<file path="src/hw/mxm_defs.svh">
/*
 * Sizes shared by the matrix multiply accelerator: data word width,
 * matrix dimension, row buffer address width and AXI burst length.
 */
`ifndef MXM_DEFS_SVH
`define MXM_DEFS_SVH

`define MXM_DW         32
`define MXM_N          4
`define MXM_BUF_AW     2
// one matrix is fetched or stored as a single burst
`define MXM_BURST_LEN  16

`endif

</file>
<file path="src/hw/mxm_pkg.sv">
/*
 * Matrix datapath types: word, row, accumulator, buffer address and
 * the state enums of the DMA engine and the multiply engine.
 */
`include "mxm_defs.svh"

package mxm_pkg;

    typedef logic signed [`MXM_DW-1:0]    word_t;
    // element 0 in the low bits
    typedef word_t [`MXM_N-1:0]           row_t;
    typedef logic [`MXM_BUF_AW-1:0]       buf_addr_t;
    typedef logic signed [2*`MXM_DW:0]    acc_t;
    typedef acc_t [`MXM_N-1:0][`MXM_N-1:0] acc_mat_t;

    typedef enum logic [2:0] {
        DMA_IDLE, DMA_REQ_READ, DMA_LOAD, DMA_WAIT_MM,
        DMA_REQ_WRITE, DMA_WRITE_C, DMA_WAIT_RESP
    } dma_state_t;

    typedef enum logic [1:0] {MM_IDLE, MM_FETCH, MM_MAC, MM_FINISH} mm_state_t;

endpackage

</file>
<file path="src/hw/mat_buffer.sv">
/*
 * Four-row matrix buffer, one write port and a registered read port.
 */
`timescale 1ns/1ns
`include "mxm_defs.svh"

module mat_buffer import mxm_pkg::*; (
    input  logic      clk,
    input  logic      wr_en_i,
    input  buf_addr_t wr_addr_i,
    input  row_t      wr_data_i,
    input  buf_addr_t rd_addr_i,
    output row_t      rd_data_o
);

    // one entry per matrix row, kept across runs
    row_t mem [`MXM_N];

    always_ff @(posedge clk) begin
        if (wr_en_i) begin
            mem[wr_addr_i] <= wr_data_i;
        end
        // read returns the old row on a same-address write
        rd_data_o <= mem[rd_addr_i];
    end

    a_wr_addr_known: assert property (@(posedge clk)
        wr_en_i |-> !$isunknown(wr_addr_i));

endmodule

</file>
<file path="config.mk">
export PLATFORM = sky130hd
export DESIGN_NAME = mat_buffer
export DESIGN_NICKNAME = d
export VERILOG_FILES = /design/src/hw/mxm_pkg.sv /design/src/hw/mat_buffer.sv
export VERILOG_INCLUDE_DIRS = /design/src /design/src/hw
export SDC_FILE = /design/constraint.sdc
export NUM_CORES = 1
export LEC_CHECK = 0
export BUFFER_PORTS_ARGS = -buffer_cell sky130_fd_sc_hd__buf_2
export CORE_ASPECT_RATIO = 0.8
export CORE_MARGIN = 4
export CORE_UTILIZATION = 50
export DETAILED_ROUTE_END_ITERATION = 6
export PLACE_DENSITY = 0.71
export SETUP_SLACK_MARGIN = 0.5
export SLEW_MARGIN = 0
export SYNTH_ARGS = -nofsm -noshare
export SYNTH_HDL_FRONTEND = slang
export SYNTH_SLANG_ARGS = --single-unit
</file>
<file path="constraint.sdc">
create_clock -name clk -period 11.78 [get_ports clk]
set_clock_uncertainty 0.05 [all_clocks]
set_input_delay 0.589 -clock clk [delete_from_list [all_inputs] [get_ports clk]]
set_output_delay 0.589 -clock clk [all_outputs]
set_load 0.005 [all_outputs]
</file>
-- After elaboration in Yosys (flattened, before gate mapping)
Memories as Yosys holds them, arrays and structs flattened. A register that Yosys moved wholly into a read port is not among the register bits.
Index checks and enable logic that the tools add are counted.
- input bits: 134
- memories kept: 1
- register bits: 0
- memory bits (writable): 512
- memory list (name ; words ; bits a word ; rd ports ; clocked after memory_dff ; write ports ; line ; text):
    mem ; 4 ; 128 ; 1 ; 1 ; 1 ; mat_buffer.sv:17 ; row_t mem [`MXM_N];
- multiplexer cells: 2
- operators by type and width (operator ; count):
    $mux 1 ; 2

-- Logic depth before layout (Yosys ltp)
- depth in word-level cells: 2
- gate-level depth with buffers: 3
- mapped depth without buffers: 1

-- Worst setup path before layout
Ideal clock, no wire load.
- path kind: input to register
- from: input wr_addr_i[1]
- to: memory mem[0][0] (netlist name) (enable)
- arrival: 9.890 ns
- stages on the path: 1
- slack: 1.040 ns
- library setup time: 0.801 ns
- path through: nor3b_1
- RTL lines (element ; line ; text):
    start, declared ; mat_buffer.sv:10 ; input buf_addr_t wr_addr_i,
    end, declared ; mat_buffer.sv:17 ;
No word-level cell before the write port.

-- Worst setup path after layout
- from: input wr_addr_i[0]
- to: memory mem[2][10] (netlist name) (enable)
No word-level cell before the write port.

==> metrics.csv <==
metric,value,unit
synth-xor-area-share,0,%
syn_area_per_cell,26.5,µm²
cpPeakStageDelay,0.75,ns
routedWlPerCell,22.7,µm
tightest_slew,1.15,ns
dieArea,0.0457,mm²
grt_pass1_vias,9463,
synthTopCellsByArea,"edfxtp_1 (73%), mux4_2 (14%), dfxtp_1 (12%), buf_12 (0.95%), buf_2 (0.31%)",
track_usage,16.9,%
firstDrtPassIters,4,
yosysTopAreaCellShare,72.6,%
status,finished clean,
synth.area.mux_share,13.6,%
crit_top_cell,buf_4,
irDropWorstVdd,0.142,mV
dpl.hpwl,22500,µm
hold-worst-slack,0.172,ns
post-route-period-util,23.5,%
ios,262,
initial_core_util,50.6,%
antenna_found_initial,11,
regArea,0.0179,mm²
core-area,0.0418,mm²
worstSetupPathType,in -> reg,
syn_nets,934,
fin_nets,1235,
clock_latency,0.58,ns
wl,38600,µm
fp-row-count,67,
num_vias,8986,
finalCriticalPeriod,2.77,ns
ant_nets,0,
ys_seq_elements,640,
slowest_stage,and3b_4,
synth_area,0.0212,mm²
synthSimpleGateAreaFrac,0.148,%
synth_top_family_by_area,multiplexers,
slew_headroom,23.3,%
cts_resized,0,
crit_required,11.93,ns
cts_made_buffers,57,
root_buffer,clkbuf_16,
cp_max_fo,45,
gp_congestion,0.694,
grt_overflow,0,
crit_buf_inv,3,
crit_chain,buf_2 -> and3b_4 -> buf_4 -> buf_4,
numPortBuffers,261,
critPathTopFamily,buffers and inverters,
grt_max_degree,129,
seq_area_frac_synth,84.7,%
htreeDepth,2,
power.density,189,mW/mm²
yosys_warnings,0,
cp_data_arrival_time,2.92,ns
num-fill-cells,2903,
multiInputGateArea,0.00293,mm²
synth_compound_area_share,0,%
drcViolationCount,0,
finalSetupViolCount,0,
slew_viol_final,0,
end_kind,flop,
cp-start-kind,primary input,
die_w,238,µm
cts_setup_buffers,0,
cts.sinks,640,
hold_viol,0,
hold_class,in -> reg,
synth_adder_area_share,0,%
p_sw_share,19.7,%
cts_tree,done,
drt_iter0_markers,578,
via_per_inst,5.28,
drive_above_1_share,42.7,%
syn_inst,800,
clockBufferDepth,3,
synthToLayoutAreaGrowth,17.5,%
die_h,192,µm
clock.fmax,361,MHz
yosys.cell_types.count,10,
p_leak,8.64,nW
synth_top_area_cell,edfxtp_1,
internal-power,0.00377,W
p_seq_share,55.7,%
postCtsHoldBufs,0,
rsz0062_at_grt,false,
drv_cap,0,
fin_tns_setup,0,ns
clkSlewWorstSetupHoldPaths,0.06,ns
switching_power,0.000924,W
grt_pass1_wl,58400,µm
power_frac_clock,39.5,%
combPwrFrac,4.8,%
worst paths after layout:
| kind | startpoint | endpoint | slack (ns) | cells after the start |
|---|---|---|---|---|
| hold / removal | wr_data_i[19] | mem[2][19]$_DFFE_PP_ | 0.17 | 1 |
| hold reg to reg | mem[1][106]$_DFFE_PP_ | rd_data_o[106]$_DFF_P_ | 0.49 | 1 |
| setup reg to reg | mem[3][81]$_DFFE_PP_ | rd_data_o[81]$_DFF_P_ | 10.73 | 1 |
| setup / recovery | wr_addr_i[0] | mem[2][10]$_DFFE_PP_ | 9.01 | 4 |
metal layers:
metal  part of all wire (%)  GRT usage (%)  wire, µm
met5                   0.30              0       115
met4                    1.3           3.64       497
met2                     47           26.1     18200
met3                    7.7           4.77      2960
met1                     44           24.7     16800
logic make-up after synthesis:
kind of cell	Yosys count
flip-flops	640
multiplexers	128
buffers and inverters	28
AND/OR/NAND/NOR	4
state kept, by name (all words and copies together) (netlist names):
name / count
mem: 512
rd_data_o: 128
synthesized netlist by cell type:
cell type / count
buf_12: 10
mux4_2: 128
buf_6: 4
buf_2: 13
edfxtp_1: 512
clkbuf_1: 1
nor3b_1: 1
and3_1: 1
dfxtp_1: 128
and3b_1: 2
metrics by stage:
stage | area [µm²] | setup slack [ns] | util, % | instances | total power [W]
finish | 24900 | 9.01 | 59.5 | 1701 | 0.00470
global route | 24900 | 8.89 | 59.5 | 1700 | 0.00488
CTS | 24900 | 8.99 | 59.5 | 1699 | 0.00475
detailed placement | 23000 | 8.38 | 54.9 | 1594 | 0.00290
global placement | 23000 | 8.37 | 54.9 | 1594 | 0.00289
floorplan | 21200 | 1.04 | - | 800 | 0.00278
layout make-up:
class	instances	area share [%]
diodes	2	0.0201
clock inverters	21	0.840
well taps	552	2.78
clock buffers	84	6.84
repair buffers	270	5.64
flip-flops and latches	640	72.1
multi-input cells	132	11.8
power groups by stage:
| stage | clock (W) | sequential [W] | combinational (W) |
|---|---|---|---|
| finish | 0.00186 | 0.00262 | 0.000225 |
| global route | 0.00201 | 0.00263 | 0.000246 |
| CTS | 0.00190 | 0.00262 | 0.000232 |
| detailed placement | 0 | 0.00267 | 0.000231 |
| global placement | 0 | 0.00266 | 0.000226 |
| floorplan | 0 | 0.00266 | 0.000115 |
cell usage in the layout (no fill, tap or decap):
cell	count
buf_6	1
clkbuf_8	13
clkbuf_1	12
inv_6	2
mux4_2	128
buf_2	259
clkinv_1	5
bufinv_16	4
clkinvlp_4	1
and3b_4	2
buf_4	8
buf_12	1
clkinv_2	9
clkbuf_16	59
dfxtp_1	128
and3_4	1
edfxtp_1	512
diode_2	2
buf_8	1
nor3b_2	1
Power figures use the tool's default switching activity.
