**src/hw/mxm_defs.svh**
```systemverilog
/*
 * Sizes shared by the matrix multiply accelerator: data word width,
 * matrix dimension, row buffer address width and AXI burst length.
 */
`ifndef MXM_DEFS_SVH
`define MXM_DEFS_SVH

`define MXM_DW         32
`define MXM_N          4
`define MXM_BUF_AW     2
// one matrix is fetched or stored as a single burst
`define MXM_BURST_LEN  16

`endif

```
**src/hw/axi_pkg.sv**
```systemverilog
/*
 * AXI master port types: address, ID, length and data vectors and
 * the payload structs of the AR, R, AW, W and B channels.
 */
`include "mxm_defs.svh"

package axi_pkg;

    typedef logic [31:0]          axi_addr_t;
    // id 0 is matrix A, id 1 is matrix B
    typedef logic [0:0]           axi_id_t;
    typedef logic [7:0]           axi_len_t;
    typedef logic [`MXM_DW-1:0]   axi_data_t;
    typedef logic [1:0]           axi_resp_t;

    // len is beat count minus one, size and burst are fixed
    typedef struct packed {
        axi_addr_t addr;
        axi_id_t   id;
        axi_len_t  len;
    } axi_ar_t;

    typedef struct packed {
        axi_data_t data;
        axi_id_t   id;
        logic      last;
    } axi_r_t;

    typedef struct packed {
        axi_addr_t addr;
        axi_len_t  len;
    } axi_aw_t;

    typedef struct packed {
        axi_data_t data;
        logic      last;
    } axi_w_t;

    typedef struct packed {
        axi_resp_t resp;
    } axi_b_t;

endpackage

```
**src/hw/mxm_pkg.sv**
```systemverilog
/*
 * Matrix datapath types: word, row, accumulator, buffer address and
 * the state enums of the DMA engine and the multiply engine.
 */
`include "mxm_defs.svh"

package mxm_pkg;

    typedef logic signed [`MXM_DW-1:0]    word_t;
    // element 0 in the low bits
    typedef word_t [`MXM_N-1:0]           row_t;
    typedef logic [`MXM_BUF_AW-1:0]       buf_addr_t;
    typedef logic signed [2*`MXM_DW:0]    acc_t;
    typedef acc_t [`MXM_N-1:0][`MXM_N-1:0] acc_mat_t;

    typedef enum logic [2:0] {
        DMA_IDLE, DMA_REQ_READ, DMA_LOAD, DMA_WAIT_MM,
        DMA_REQ_WRITE, DMA_WRITE_C, DMA_WAIT_RESP
    } dma_state_t;

    typedef enum logic [1:0] {MM_IDLE, MM_FETCH, MM_MAC, MM_FINISH} mm_state_t;

endpackage

```
**src/hw/dma_engine.sv**
```systemverilog
/*
 * DMA engine: reads A and B over AXI, packs beats into buffer rows,
 * starts the multiply and writes C back as one burst.
 */
`timescale 1ns/1ns
`include "mxm_defs.svh"

module dma_engine import axi_pkg::*, mxm_pkg::*; (
    input  logic      clk,
    input  logic      rst_n,
    input  axi_addr_t mat_a_addr_i,
    input  axi_addr_t mat_b_addr_i,
    input  axi_addr_t mat_c_addr_i,
    input  logic      start_i,
    output logic      done_o,
    output logic      ar_valid_o,
    output axi_ar_t   ar_o,
    input  logic      ar_ready_i,
    input  logic      r_valid_i,
    input  axi_r_t    r_i,
    output logic      r_ready_o,
    output logic      aw_valid_o,
    output axi_aw_t   aw_o,
    input  logic      aw_ready_i,
    output logic      w_valid_o,
    output axi_w_t    w_o,
    input  logic      w_ready_i,
    input  logic      b_valid_i,
    input  axi_b_t    b_i,
    output logic      b_ready_o,
    output logic      buf_a_wr_en_o,
    output buf_addr_t buf_a_wr_addr_o,
    output row_t      buf_a_wr_data_o,
    output logic      buf_b_wr_en_o,
    output buf_addr_t buf_b_wr_addr_o,
    output row_t      buf_b_wr_data_o,
    output logic      mm_start_o,
    input  logic      mm_done_i,
    input  acc_mat_t  accum_i
);

    dma_state_t state;
    dma_state_t state_n;
    axi_id_t    ar_id;
    // per-ID packing state, index 0 for A and 1 for B
    logic [1:0] beat_q [2];
    row_t       row_q [2];
    buf_addr_t  row_idx_q [2];
    logic       last_q [2];
    logic       wr_en_q [2];
    logic [3:0] w_cnt;
    logic       r_fire;
    logic       w_fire;

    always_comb begin
        state_n = state;
        case (state)
            DMA_IDLE: begin
                if (start_i) state_n = DMA_REQ_READ;
            end
            DMA_REQ_READ: begin
                if (ar_ready_i && ar_id == 1'b1) state_n = DMA_LOAD;
            end
            DMA_LOAD: begin
                if (last_q[0] && last_q[1]) state_n = DMA_WAIT_MM;
            end
            DMA_WAIT_MM: begin
                if (mm_done_i) state_n = DMA_REQ_WRITE;
            end
            DMA_REQ_WRITE: begin
                if (aw_ready_i) state_n = DMA_WRITE_C;
            end
            DMA_WRITE_C: begin
                if (w_fire && w_o.last) state_n = DMA_WAIT_RESP;
            end
            DMA_WAIT_RESP: begin
                if (b_valid_i) state_n = DMA_IDLE;
            end
            default: begin
                state_n = DMA_IDLE;
            end
        endcase
    end

    // A request first, B right after without waiting for data
    assign ar_valid_o = (state == DMA_REQ_READ);
    assign ar_o.addr  = ar_id ? mat_b_addr_i : mat_a_addr_i;
    assign ar_o.id    = ar_id;
    assign ar_o.len   = axi_len_t'(`MXM_BURST_LEN - 1);

    assign r_ready_o  = (state == DMA_LOAD);
    assign r_fire     = r_valid_i && r_ready_o;

    assign aw_valid_o = (state == DMA_REQ_WRITE);
    assign aw_o.addr  = mat_c_addr_i;
    assign aw_o.len   = axi_len_t'(`MXM_BURST_LEN - 1);

    // C goes out row-major, low word of each accumulator
    assign w_valid_o  = (state == DMA_WRITE_C);
    assign w_o.data   = accum_i[w_cnt[3:2]][w_cnt[1:0]][`MXM_DW-1:0];
    assign w_o.last   = (w_cnt == 4'(`MXM_BURST_LEN - 1));
    assign w_fire     = w_valid_o && w_ready_i;

    assign b_ready_o  = (state == DMA_WAIT_RESP);

    always_ff @(posedge clk) begin
        if (!rst_n) begin
            state      <= DMA_IDLE;
            ar_id      <= 1'b0;
            w_cnt      <= '0;
            mm_start_o <= 1'b0;
            done_o     <= 1'b0;
            for (int id = 0; id < 2; id++) begin
                beat_q[id]    <= '0;
                row_idx_q[id] <= '0;
                last_q[id]    <= 1'b0;
                wr_en_q[id]   <= 1'b0;
            end
        end else begin
            state      <= state_n;
            mm_start_o <= (state == DMA_LOAD) && last_q[0] && last_q[1];
            done_o     <= b_ready_o && b_valid_i;
            for (int id = 0; id < 2; id++) begin
                wr_en_q[id] <= 1'b0;
                // row address moves on once the row is written
                if (wr_en_q[id]) row_idx_q[id] <= row_idx_q[id] + 1'b1;
                if (r_fire && r_i.id == axi_id_t'(id)) begin
                    beat_q[id]  <= beat_q[id] + 1'b1;
                    wr_en_q[id] <= (beat_q[id] == 2'd3);
                    if (r_i.last) last_q[id] <= 1'b1;
                end
            end
            if (state == DMA_IDLE && start_i) begin
                ar_id <= 1'b0;
                w_cnt <= '0;
                for (int id = 0; id < 2; id++) begin
                    beat_q[id]    <= '0;
                    row_idx_q[id] <= '0;
                    last_q[id]    <= 1'b0;
                end
            end
            if (ar_valid_o && ar_ready_i) ar_id <= 1'b1;
            if (w_fire) w_cnt <= w_cnt + 1'b1;
        end
    end

    // beat lands in its word slot of the row being built
    always_ff @(posedge clk) begin
        for (int id = 0; id < 2; id++) begin
            if (r_fire && r_i.id == axi_id_t'(id)) row_q[id][beat_q[id]] <= r_i.data;
        end
    end

    assign buf_a_wr_en_o   = wr_en_q[0];
    assign buf_a_wr_addr_o = row_idx_q[0];
    assign buf_a_wr_data_o = row_q[0];
    assign buf_b_wr_en_o   = wr_en_q[1];
    assign buf_b_wr_addr_o = row_idx_q[1];
    assign buf_b_wr_data_o = row_q[1];

    a_ar_hold: assert property (@(posedge clk) disable iff (!rst_n)
        ar_valid_o && !ar_ready_i |=> ar_valid_o && $stable(ar_o));

    a_w_hold: assert property (@(posedge clk) disable iff (!rst_n)
        w_valid_o && !w_ready_i |=> w_valid_o && $stable(w_o));

endmodule

```
**config.mk**
```make
export PLATFORM = sky130hd
export DESIGN_NAME = dma_engine
export DESIGN_NICKNAME = d
export VERILOG_FILES = /design/src/hw/axi_pkg.sv /design/src/hw/mxm_pkg.sv /design/src/hw/dma_engine.sv
export VERILOG_INCLUDE_DIRS = /design/src /design/src/hw
export SDC_FILE = /design/constraint.sdc
export NUM_CORES = 1
export LEC_CHECK = 0
export BUFFER_PORTS_ARGS = -buffer_cell sky130_fd_sc_hd__clkbuf_2
export CELL_PAD_IN_SITES_DETAIL_PLACEMENT = 1
export CELL_PAD_IN_SITES_GLOBAL_PLACEMENT = 1
export CORE_AREA = 2 2 613 615
export CTS_CLUSTER_DIAMETER = 120
export DETAILED_ROUTE_END_ITERATION = 8
export DIE_AREA = 0 0 615 617
export PLACE_DENSITY = 0.3
export SLEW_MARGIN = 20
export SYNTH_ARGS = -nofsm -noshare
export SYNTH_HDL_FRONTEND = slang
export SYNTH_SLANG_ARGS = --single-unit
export TNS_END_PERCENT = 20
```
**constraint.sdc**
```tcl
create_clock -name clk -period 2.06 [get_ports clk]
set_input_delay 0.103 -clock clk [delete_from_list [all_inputs] [get_ports clk]]
set_output_delay 0.103 -clock clk [all_outputs]
set_load 0.01 [all_outputs]
```
### After elaboration in Yosys (flattened, before gate mapping)

Memories as Yosys holds them, arrays and structs flattened.
Index checks and enable logic that the tools add are counted.

* word-level logic and storage cells: 139
* input bits: 1181
* bits in registers: 10
* bits in writable memories: 268
* memories kept: 5
* output and inout bits: 383

* magnitude comparators: 6
* eq/ne operators: 16
* reduce and logical (&&, ||, !) cells: 19
* mux-type cells: 66
* bitwise operators: 17
* $add $sub $neg: 5

Memory list
* row_q: depth 2, bits a word 128, rd ports 2, clocked after memory_dff 0, wr ports 1, line dma_engine.sv:47 `row_t row_q [2];`
* beat_q: depth 2, bits a word 2, rd ports 2, clocked after memory_dff 0, wr ports 2, line dma_engine.sv:46 `logic [1:0] beat_q [2];`
* row_idx_q: depth 2, bits a word 2, rd ports 2, clocked after memory_dff 0, wr ports 2, line dma_engine.sv:48 `buf_addr_t row_idx_q [2];`
* last_q: depth 2, bits a word 1, rd ports 2, clocked after memory_dff 0, wr ports 2, line dma_engine.sv:49 `logic last_q [2];`
* wr_en_q: depth 2, bits a word 1, rd ports 2, clocked after memory_dff 0, wr ports 2, line dma_engine.sv:50 `logic wr_en_q [2];`

Operators with widths (number)
* 260-bit binary-select mux with 2-bit select: 1
* 128-bit two-way mux: 4
* 260-bit two-way mux: 1
* 65-bit binary-select mux with 2-bit select: 1
* 32-bit demux with 2-bit select: 2
* 32-bit two-way mux: 4
* 128-bit OR reduction: 1
* 1-bit two-way mux: 35
* 3-bit two-way mux: 7
* 3-bit one-hot mux with 7 select lines: 1
* 2-bit two-way mux: 8
* 1-bit bitwise OR: 16
* 1-bit logical AND: 14
* 2-bit by 3-bit less-than comparator with 1-bit output (second input constant): 4
* 3-bit equality test (second input constant): 3
* 2-bit by 1-bit adder with 2-bit output (second input constant): 4
* 4-bit two-way mux: 2
* 2-bit by 1-bit inequality test with 1-bit output (second input constant): 4
* 7-bit AND reduction: 1
* 3-bit by 2-bit equality test with 1-bit output (second input constant): 2
* 2-bit inequality test (second input constant): 3
* 4-bit by 1-bit adder with 4-bit output (second input constant): 1
* 2-bit equality test (second input constant): 2
* 4-bit equality test (second input constant): 1
* 5 further kinds: 7

### Depth between registers and ports, before layout

* depth in word-level cells: 8
* mapped depth: 7
* gate-level depth less buffers: 5

### Least setup slack after synthesis

No wires, ideal clock.

* path kind: register to register
* from: reg state[0]
* to: mem row_q[0][100] (netlist bit), enable pin
* data required time: 1668 ps
* arrival: 1926 ps
* period minus slack after synthesis: 2318 ps
* buffers on the path: 1
* slack: -258 ps
* setup time: 392 ps
* cell stages (with the launch flop): 6
* cell sequence: dfxtp_1 -> buf_2 -> nor3b_2 -> nand2_1 -> nor2_1 -> and2_1

* word-level cells in the longest chain between the ends: 7
* elaborated cells on any way between the ends: 11
* those cells by class: eq/ne: 1; mux: 6; reduce/logical: 4

RTL lines
* from (decl): line dma_engine.sv:42 `dma_state_t state;`
* from (signal assigned): line dma_engine.sv:120 `state <= state_n;`
* 3-bit by 2-bit equality test with 1-bit output *: line dma_engine.sv:91 `assign r_ready_o = (state == DMA_LOAD);`
* named net r_ready_o: line dma_engine.sv:21 `output logic r_ready_o,`
* 1-bit logical AND *: line dma_engine.sv:92 `assign r_fire = r_valid_i && r_ready_o;`
* 1-bit logical AND: line dma_engine.sv:150 `if (r_fire && r_i.id == axi_id_t'(id)) row_q[id][beat_q[id]] <= r_i.data;`
* 1-bit two-way mux: line dma_engine.sv:150
* 128-bit two-way mux (not written as such): line dma_engine.sv:150
* 128-bit OR reduction (no line)
* 1-bit two-way mux (no line) or 128-bit two-way mux (tied branches)
* to (decl): line dma_engine.sv:47

The timed path passes the listed nets; every way through them passes the cells marked *.

==> impl_metrics.csv <==
group,metric,value,unit
run_status,run_status,"complete, but fails checks",
run_status,violations,"setup timing",
setup_path,arrival,2.60,ns
cells_and_area,area_delta_synth_final,101.4,%
setup_path,worstSetupEndpointType,"output port",
clocking,cts-buffers-inserted,36,
routing,route.detailed.wl_per_inst,20.97,um
placed_design,port-buffer-count,953,
sta,max_slew_margin,62.22,%
cells_and_area,register_area,0.008224,mm2
clocking,clk_pin_slew,0.06,ns
clocking,htree_num_levels,2,
sta,finalSetupViolations,32,
clocking,tritoncts_clock_tree,"done",
worst_hold_path,min_delay_path_class,"primary input to flop",
routing,route.detailed.drc,0,
setup_path,start_kind,"flop",
setup_path,slowest_stage,"sky130_fd_sc_hd__mux4_2",
setup_path,timing.critical_path.slowest_cell_delay,0.51,ns
yosys,total_number_of_yosys_warnings,0,
yosys,syn-cell-area,0.01388,mm2
setup_path,critPathKind,"flop to output port",
cells_and_area,finish.instance_area,0.02796,mm2
routing,vias_per_cell,1.839,
clocking,cts.sink_count,278,
grt,grt_antenna_before_repair,112,
yosys,synth_flop_cell,"sky130_fd_sc_hd__edfxtp_1",
placed_design,detailed_place_hpwl,128.2,mm
clocking,worst_skew_pair.late_latency,0.58,ns
setup_path,crit_fanout,11,
placed_design,detailed_place.area,0.02556,mm2
cells_and_area,fin_nets,3029,
yosys,postSynthCellCount,779,
worst_hold_path,worst_hold_startpoint,"r_i[28]",
grt,grt-ovfl-total,0,
yosys,count_of_flip_flops_with_a_built_in_enable_after_synthesis,264,
floorplanning,die_width,615,um
floorplanning,floorplan.die_area,0.3795,mm2
routing,detail_route.wirelength,144.3,mm
grt,largest_net_degree_at_the_start_of_global_routing,36,
cells_and_area,layout-drive-gt1-share,73.24,%
sta,final-max-slew-violation-count,0,
cells_and_area,multi_input_area,0.005323,mm2
yosys,synth.yosys.seq_area_share,59.14,%
setup_path,wp_buf_inv,4,
setup_path,crit_required,1.96,ns
grt,global_route.usage.met1,7.660,%
cells_and_area,nFillCells,44050,
sta,timing.final.hold_violations,0,
grt,grt_busiest_layer,"met2",
power,power.density_cell_area,571.7,mW/mm2
sta,setup_repair_after_global_routing_missed_its_margin,"yes",
setup_path,top_family_by_delay_on_critical_path,"buffers and inverters",
sta,holdWs,0.01698,ns
floorplanning,start_util,3.715,%
sta,achievable-frequency,0.3694,GHz
cells_and_area,finish.cell_count_without_fillers,6882,
grt,grt.total_usage,7.265,%
yosys,avgSynthCellArea,17.82,um2
sta,finalCritPeriodShare,131.4,%
placed_design,gp_routability_congestion,0.8477,
sta,min_period,2.707,ns
grt,grt_pass1_vias,13440,
routing,routed-via-count,12660,
yosys,number_of_unique_standard_cell_types_used_by_synthesis,50,
clocking,clock_path_buffers,3,
clocking,clk_root_buffer_cell,"sky130_fd_sc_hd__clkbuf_16",
setup_path,crit-reg2reg-launch,"w_cnt[2]$_SDFFE_PN0P_",
floorplanning,rows,225,
sta,clock-skew-final,0.02496,ns
floorplanning,ios,1564,
routing,postRouteAntennaNets,0,
grt,grt.met2_usage,12.63,%
routing,drt_iter0_markers,515,
grt,grt_first_pass_wirelength,173.3,mm
sta,setup_ws,-0.6472,ns
setup_path,timing.reg2reg.setup_slack,0.16,ns
placed_design,dp_cells,6737,
grt,grt_use_met3,4.017,%
power,ir_worst_vdd,461.4,uV
run,timing.max_cap.violations,0,
routing,pre_antenna_drt_iters,5,
power,power_leakage,0.009550,uW
setup_path,timing.critical_path.cells,"buf_12 -> buf_16 -> mux4_2 -> nor2b_1 -> a211oi_2 -> buf_4 -> a21oi_1 -> buf_12",
setup_path,critical_path.most_common_cell,"sky130_fd_sc_hd__buf_12",
yosys,ys_seq_elements,278,
sta,setup_total_negative_slack,-18.19,ns
floorplanning,die_h,617,um
power,fin_total_pwr,15980,uW
yosys,synth-async-reset-ratio,0,%
setup_path,cp-startpoint,"w_cnt[2]$_SDFFE_PN0P_",
sta,least_margin_pin_slew,0.5668,ns
floorplanning,core_region_area,0.3736,mm2
## where the power goes
group / internal (uW) / total, uW / switching [uW]
logic: 1380 / 3160 / 1780
clock network: 3720 / 6320 / 2600
registers: 6410 / 6500 / 85.8
## kinds of logic (layout without fill, tap and decap cells)
group                      count (synthesis)  in the layout  share of synthesized area [%]
AOI/OAI and AO/OA                         83             83                          4.264
other                                      2             45                        0.05411
DFF                                      278            278                          59.14
xor gates and xnor gates                   4              4                         0.2525
muxes                                    193            193                          25.94
buffers and inverters                    111           1177                          5.436
and+or+nand+nor                           99             99                          4.111
adders and majority gates                  9              9                         0.8113
## worst register-to-register path: stages, from the launching register on
cell and delay (ns):
sky130_fd_sc_hd__dfxtp_4 0.38, sky130_fd_sc_hd__buf_12 0.18, sky130_fd_sc_hd__clkbuf_16 0.20, sky130_fd_sc_hd__buf_4 0.15, sky130_fd_sc_hd__nand4_1 0.21, sky130_fd_sc_hd__buf_4 0.23, sky130_fd_sc_hd__nand2_1 0.16, sky130_fd_sc_hd__nand4_1 0.15
sky130_fd_sc_hd__mux2i_1 0.14
## metal layers
layer  routed length (um)  vias up  share of wire (%)
li1                     -     5298                  -
met2                70140      953                 49
met4                 3209       42                2.2
met3                18830      228                 13
met1                51690     6135                 36
met5                  414        -               0.29
## through the flow
| stage | util (%) | worst slack (ns) |
|---|---|---|
| after floorplan | - | -0.2574 |
| after detailed placement | 6.843 | -0.5120 |
| after global routing | 7.467 | -0.7888 |
| final | 7.484 | -0.6472 |
| after CTS | 7.423 | -0.7900 |
| after global placement | 6.843 | -0.5185 |
## area by class of cell
type / count / share of cell area (%)
repair buffers: 1110 / 24.81
clock inverters: 14 / 0.6937
well taps: 4994 / 22.35
flip-flops and latches: 278 / 29.42
inverters: 7 / 0.09399
multi-input cells: 406 / 19.04
diodes: 27 / 0.2417
clock buffers: 46 / 3.357
## final timing paths
kind,to,cells past startpoint
worst max-delay path,w_o[6],8
worst min-delay path,row_q[0][90]$_DFFE_PP_,1
worst max register to register,state[2]$_SDFFE_PN0P_,8
worst min register to register,row_idx_q[0][1]$_SDFFE_PP0P_,2
## placed cells by master, fill, tap and decap left out, types with 7 or more instances in the layout
| master | Yosys | layout |
|---|---|---|
| sky130_fd_sc_hd__mux2i_1 | 33 | 22 |
| sky130_fd_sc_hd__clkbuf_1 | 16 | 10 |
| sky130_fd_sc_hd__nor2b_1 | 32 | 30 |
| sky130_fd_sc_hd__clkbuf_8 | 0 | 7 |
| sky130_fd_sc_hd__buf_12 | 3 | 42 |
| sky130_fd_sc_hd__buf_4 | 52 | 69 |
| sky130_fd_sc_hd__a21oi_1 | 39 | 20 |
| sky130_fd_sc_hd__clkbuf_16 | 0 | 38 |
| sky130_fd_sc_hd__a21oi_2 | 0 | 16 |
| sky130_fd_sc_hd__mux2_2 | 29 | 25 |
| sky130_fd_sc_hd__clkbuf_2 | 0 | 926 |
| sky130_fd_sc_hd__buf_16 | 0 | 7 |
| sky130_fd_sc_hd__diode_2 | 0 | 27 |
| sky130_fd_sc_hd__and2_2 | 0 | 8 |
| sky130_fd_sc_hd__dfxtp_1 | 14 | 9 |
| sky130_fd_sc_hd__nor2_1 | 17 | 16 |
| sky130_fd_sc_hd__buf_6 | 8 | 20 |
| sky130_fd_sc_hd__mux4_2 | 121 | 123 |
| sky130_fd_sc_hd__ha_1 | 9 | 8 |
| sky130_fd_sc_hd__dlygate4sd3_1 | 0 | 30 |
| sky130_fd_sc_hd__nand2_1 | 10 | 10 |
| sky130_fd_sc_hd__edfxtp_1 | 264 | 264 |
| sky130_fd_sc_hd__conb_1 | 2 | 18 |
| sky130_fd_sc_hd__a211oi_2 | 11 | 27 |
## synthesized netlist by cell type (2+ instances only)
| cell | number | area (um2) |
|---|---|---|
| sky130_fd_sc_hd__dfxtp_1 | 14 | 280.3 |
| sky130_fd_sc_hd__mux4_2 | 121 | 2725 |
| sky130_fd_sc_hd__clkbuf_4 | 2 | 15.01 |
| sky130_fd_sc_hd__buf_12 | 3 | 60.06 |
| sky130_fd_sc_hd__ha_1 | 9 | 112.6 |
| sky130_fd_sc_hd__buf_1 | 2 | 7.510 |
| sky130_fd_sc_hd__nor2b_1 | 32 | 200.2 |
| sky130_fd_sc_hd__mux2i_1 | 33 | 330.3 |
| sky130_fd_sc_hd__o21ai_1 | 2 | 10.01 |
| sky130_fd_sc_hd__a21oi_1 | 39 | 195.2 |
| sky130_fd_sc_hd__nand2_1 | 10 | 37.54 |
| sky130_fd_sc_hd__or2_1 | 2 | 12.51 |
| sky130_fd_sc_hd__mux2_1 | 3 | 33.78 |
| sky130_fd_sc_hd__mux4_1 | 7 | 183.9 |
| sky130_fd_sc_hd__buf_2 | 21 | 105.1 |
| sky130_fd_sc_hd__xnor2_1 | 2 | 17.52 |
| sky130_fd_sc_hd__edfxtp_1 | 264 | 7928 |
| sky130_fd_sc_hd__nor2_1 | 17 | 63.81 |
| sky130_fd_sc_hd__and3_1 | 7 | 43.79 |
| sky130_fd_sc_hd__buf_6 | 8 | 90.09 |
| sky130_fd_sc_hd__xor2_1 | 2 | 17.52 |
| sky130_fd_sc_hd__nand3_1 | 3 | 15.01 |
| sky130_fd_sc_hd__inv_1 | 6 | 22.52 |
| sky130_fd_sc_hd__and2_1 | 12 | 75.07 |
| sky130_fd_sc_hd__a21o_1 | 3 | 22.52 |
| sky130_fd_sc_hd__a211oi_2 | 11 | 137.6 |
| sky130_fd_sc_hd__mux2_2 | 29 | 326.6 |
| sky130_fd_sc_hd__a211oi_1 | 22 | 165.2 |
| sky130_fd_sc_hd__conb_1 | 2 | 7.510 |
| sky130_fd_sc_hd__and4_1 | 2 | 17.52 |
| sky130_fd_sc_hd__nand4_1 | 3 | 18.77 |
| sky130_fd_sc_hd__buf_4 | 52 | 390.4 |
| sky130_fd_sc_hd__clkbuf_1 | 16 | 60.06 |
| sky130_fd_sc_hd__nor3_1 | 2 | 10.01 |
## repair_timing
item	in CTS	in global routing
buffers inserted	17	9
gates cloned	4	2
gates resized for setup	110	27
pin swaps	15	14
endpoints found under the setup margin	44	62
hold endpoints to repair	202	0
hold buffers	30	0
## state kept, by name, summed over array words and instances (netlist names)
name / flops
wr_en_q: 2
state: 3
ar_id: 1
beat_q: 4
last_q: 2
w_cnt: 4
row_idx_q: 4
row_q: 256
done_o: 1
mm_start_o: 1
(Power assumes the default switching activity.)
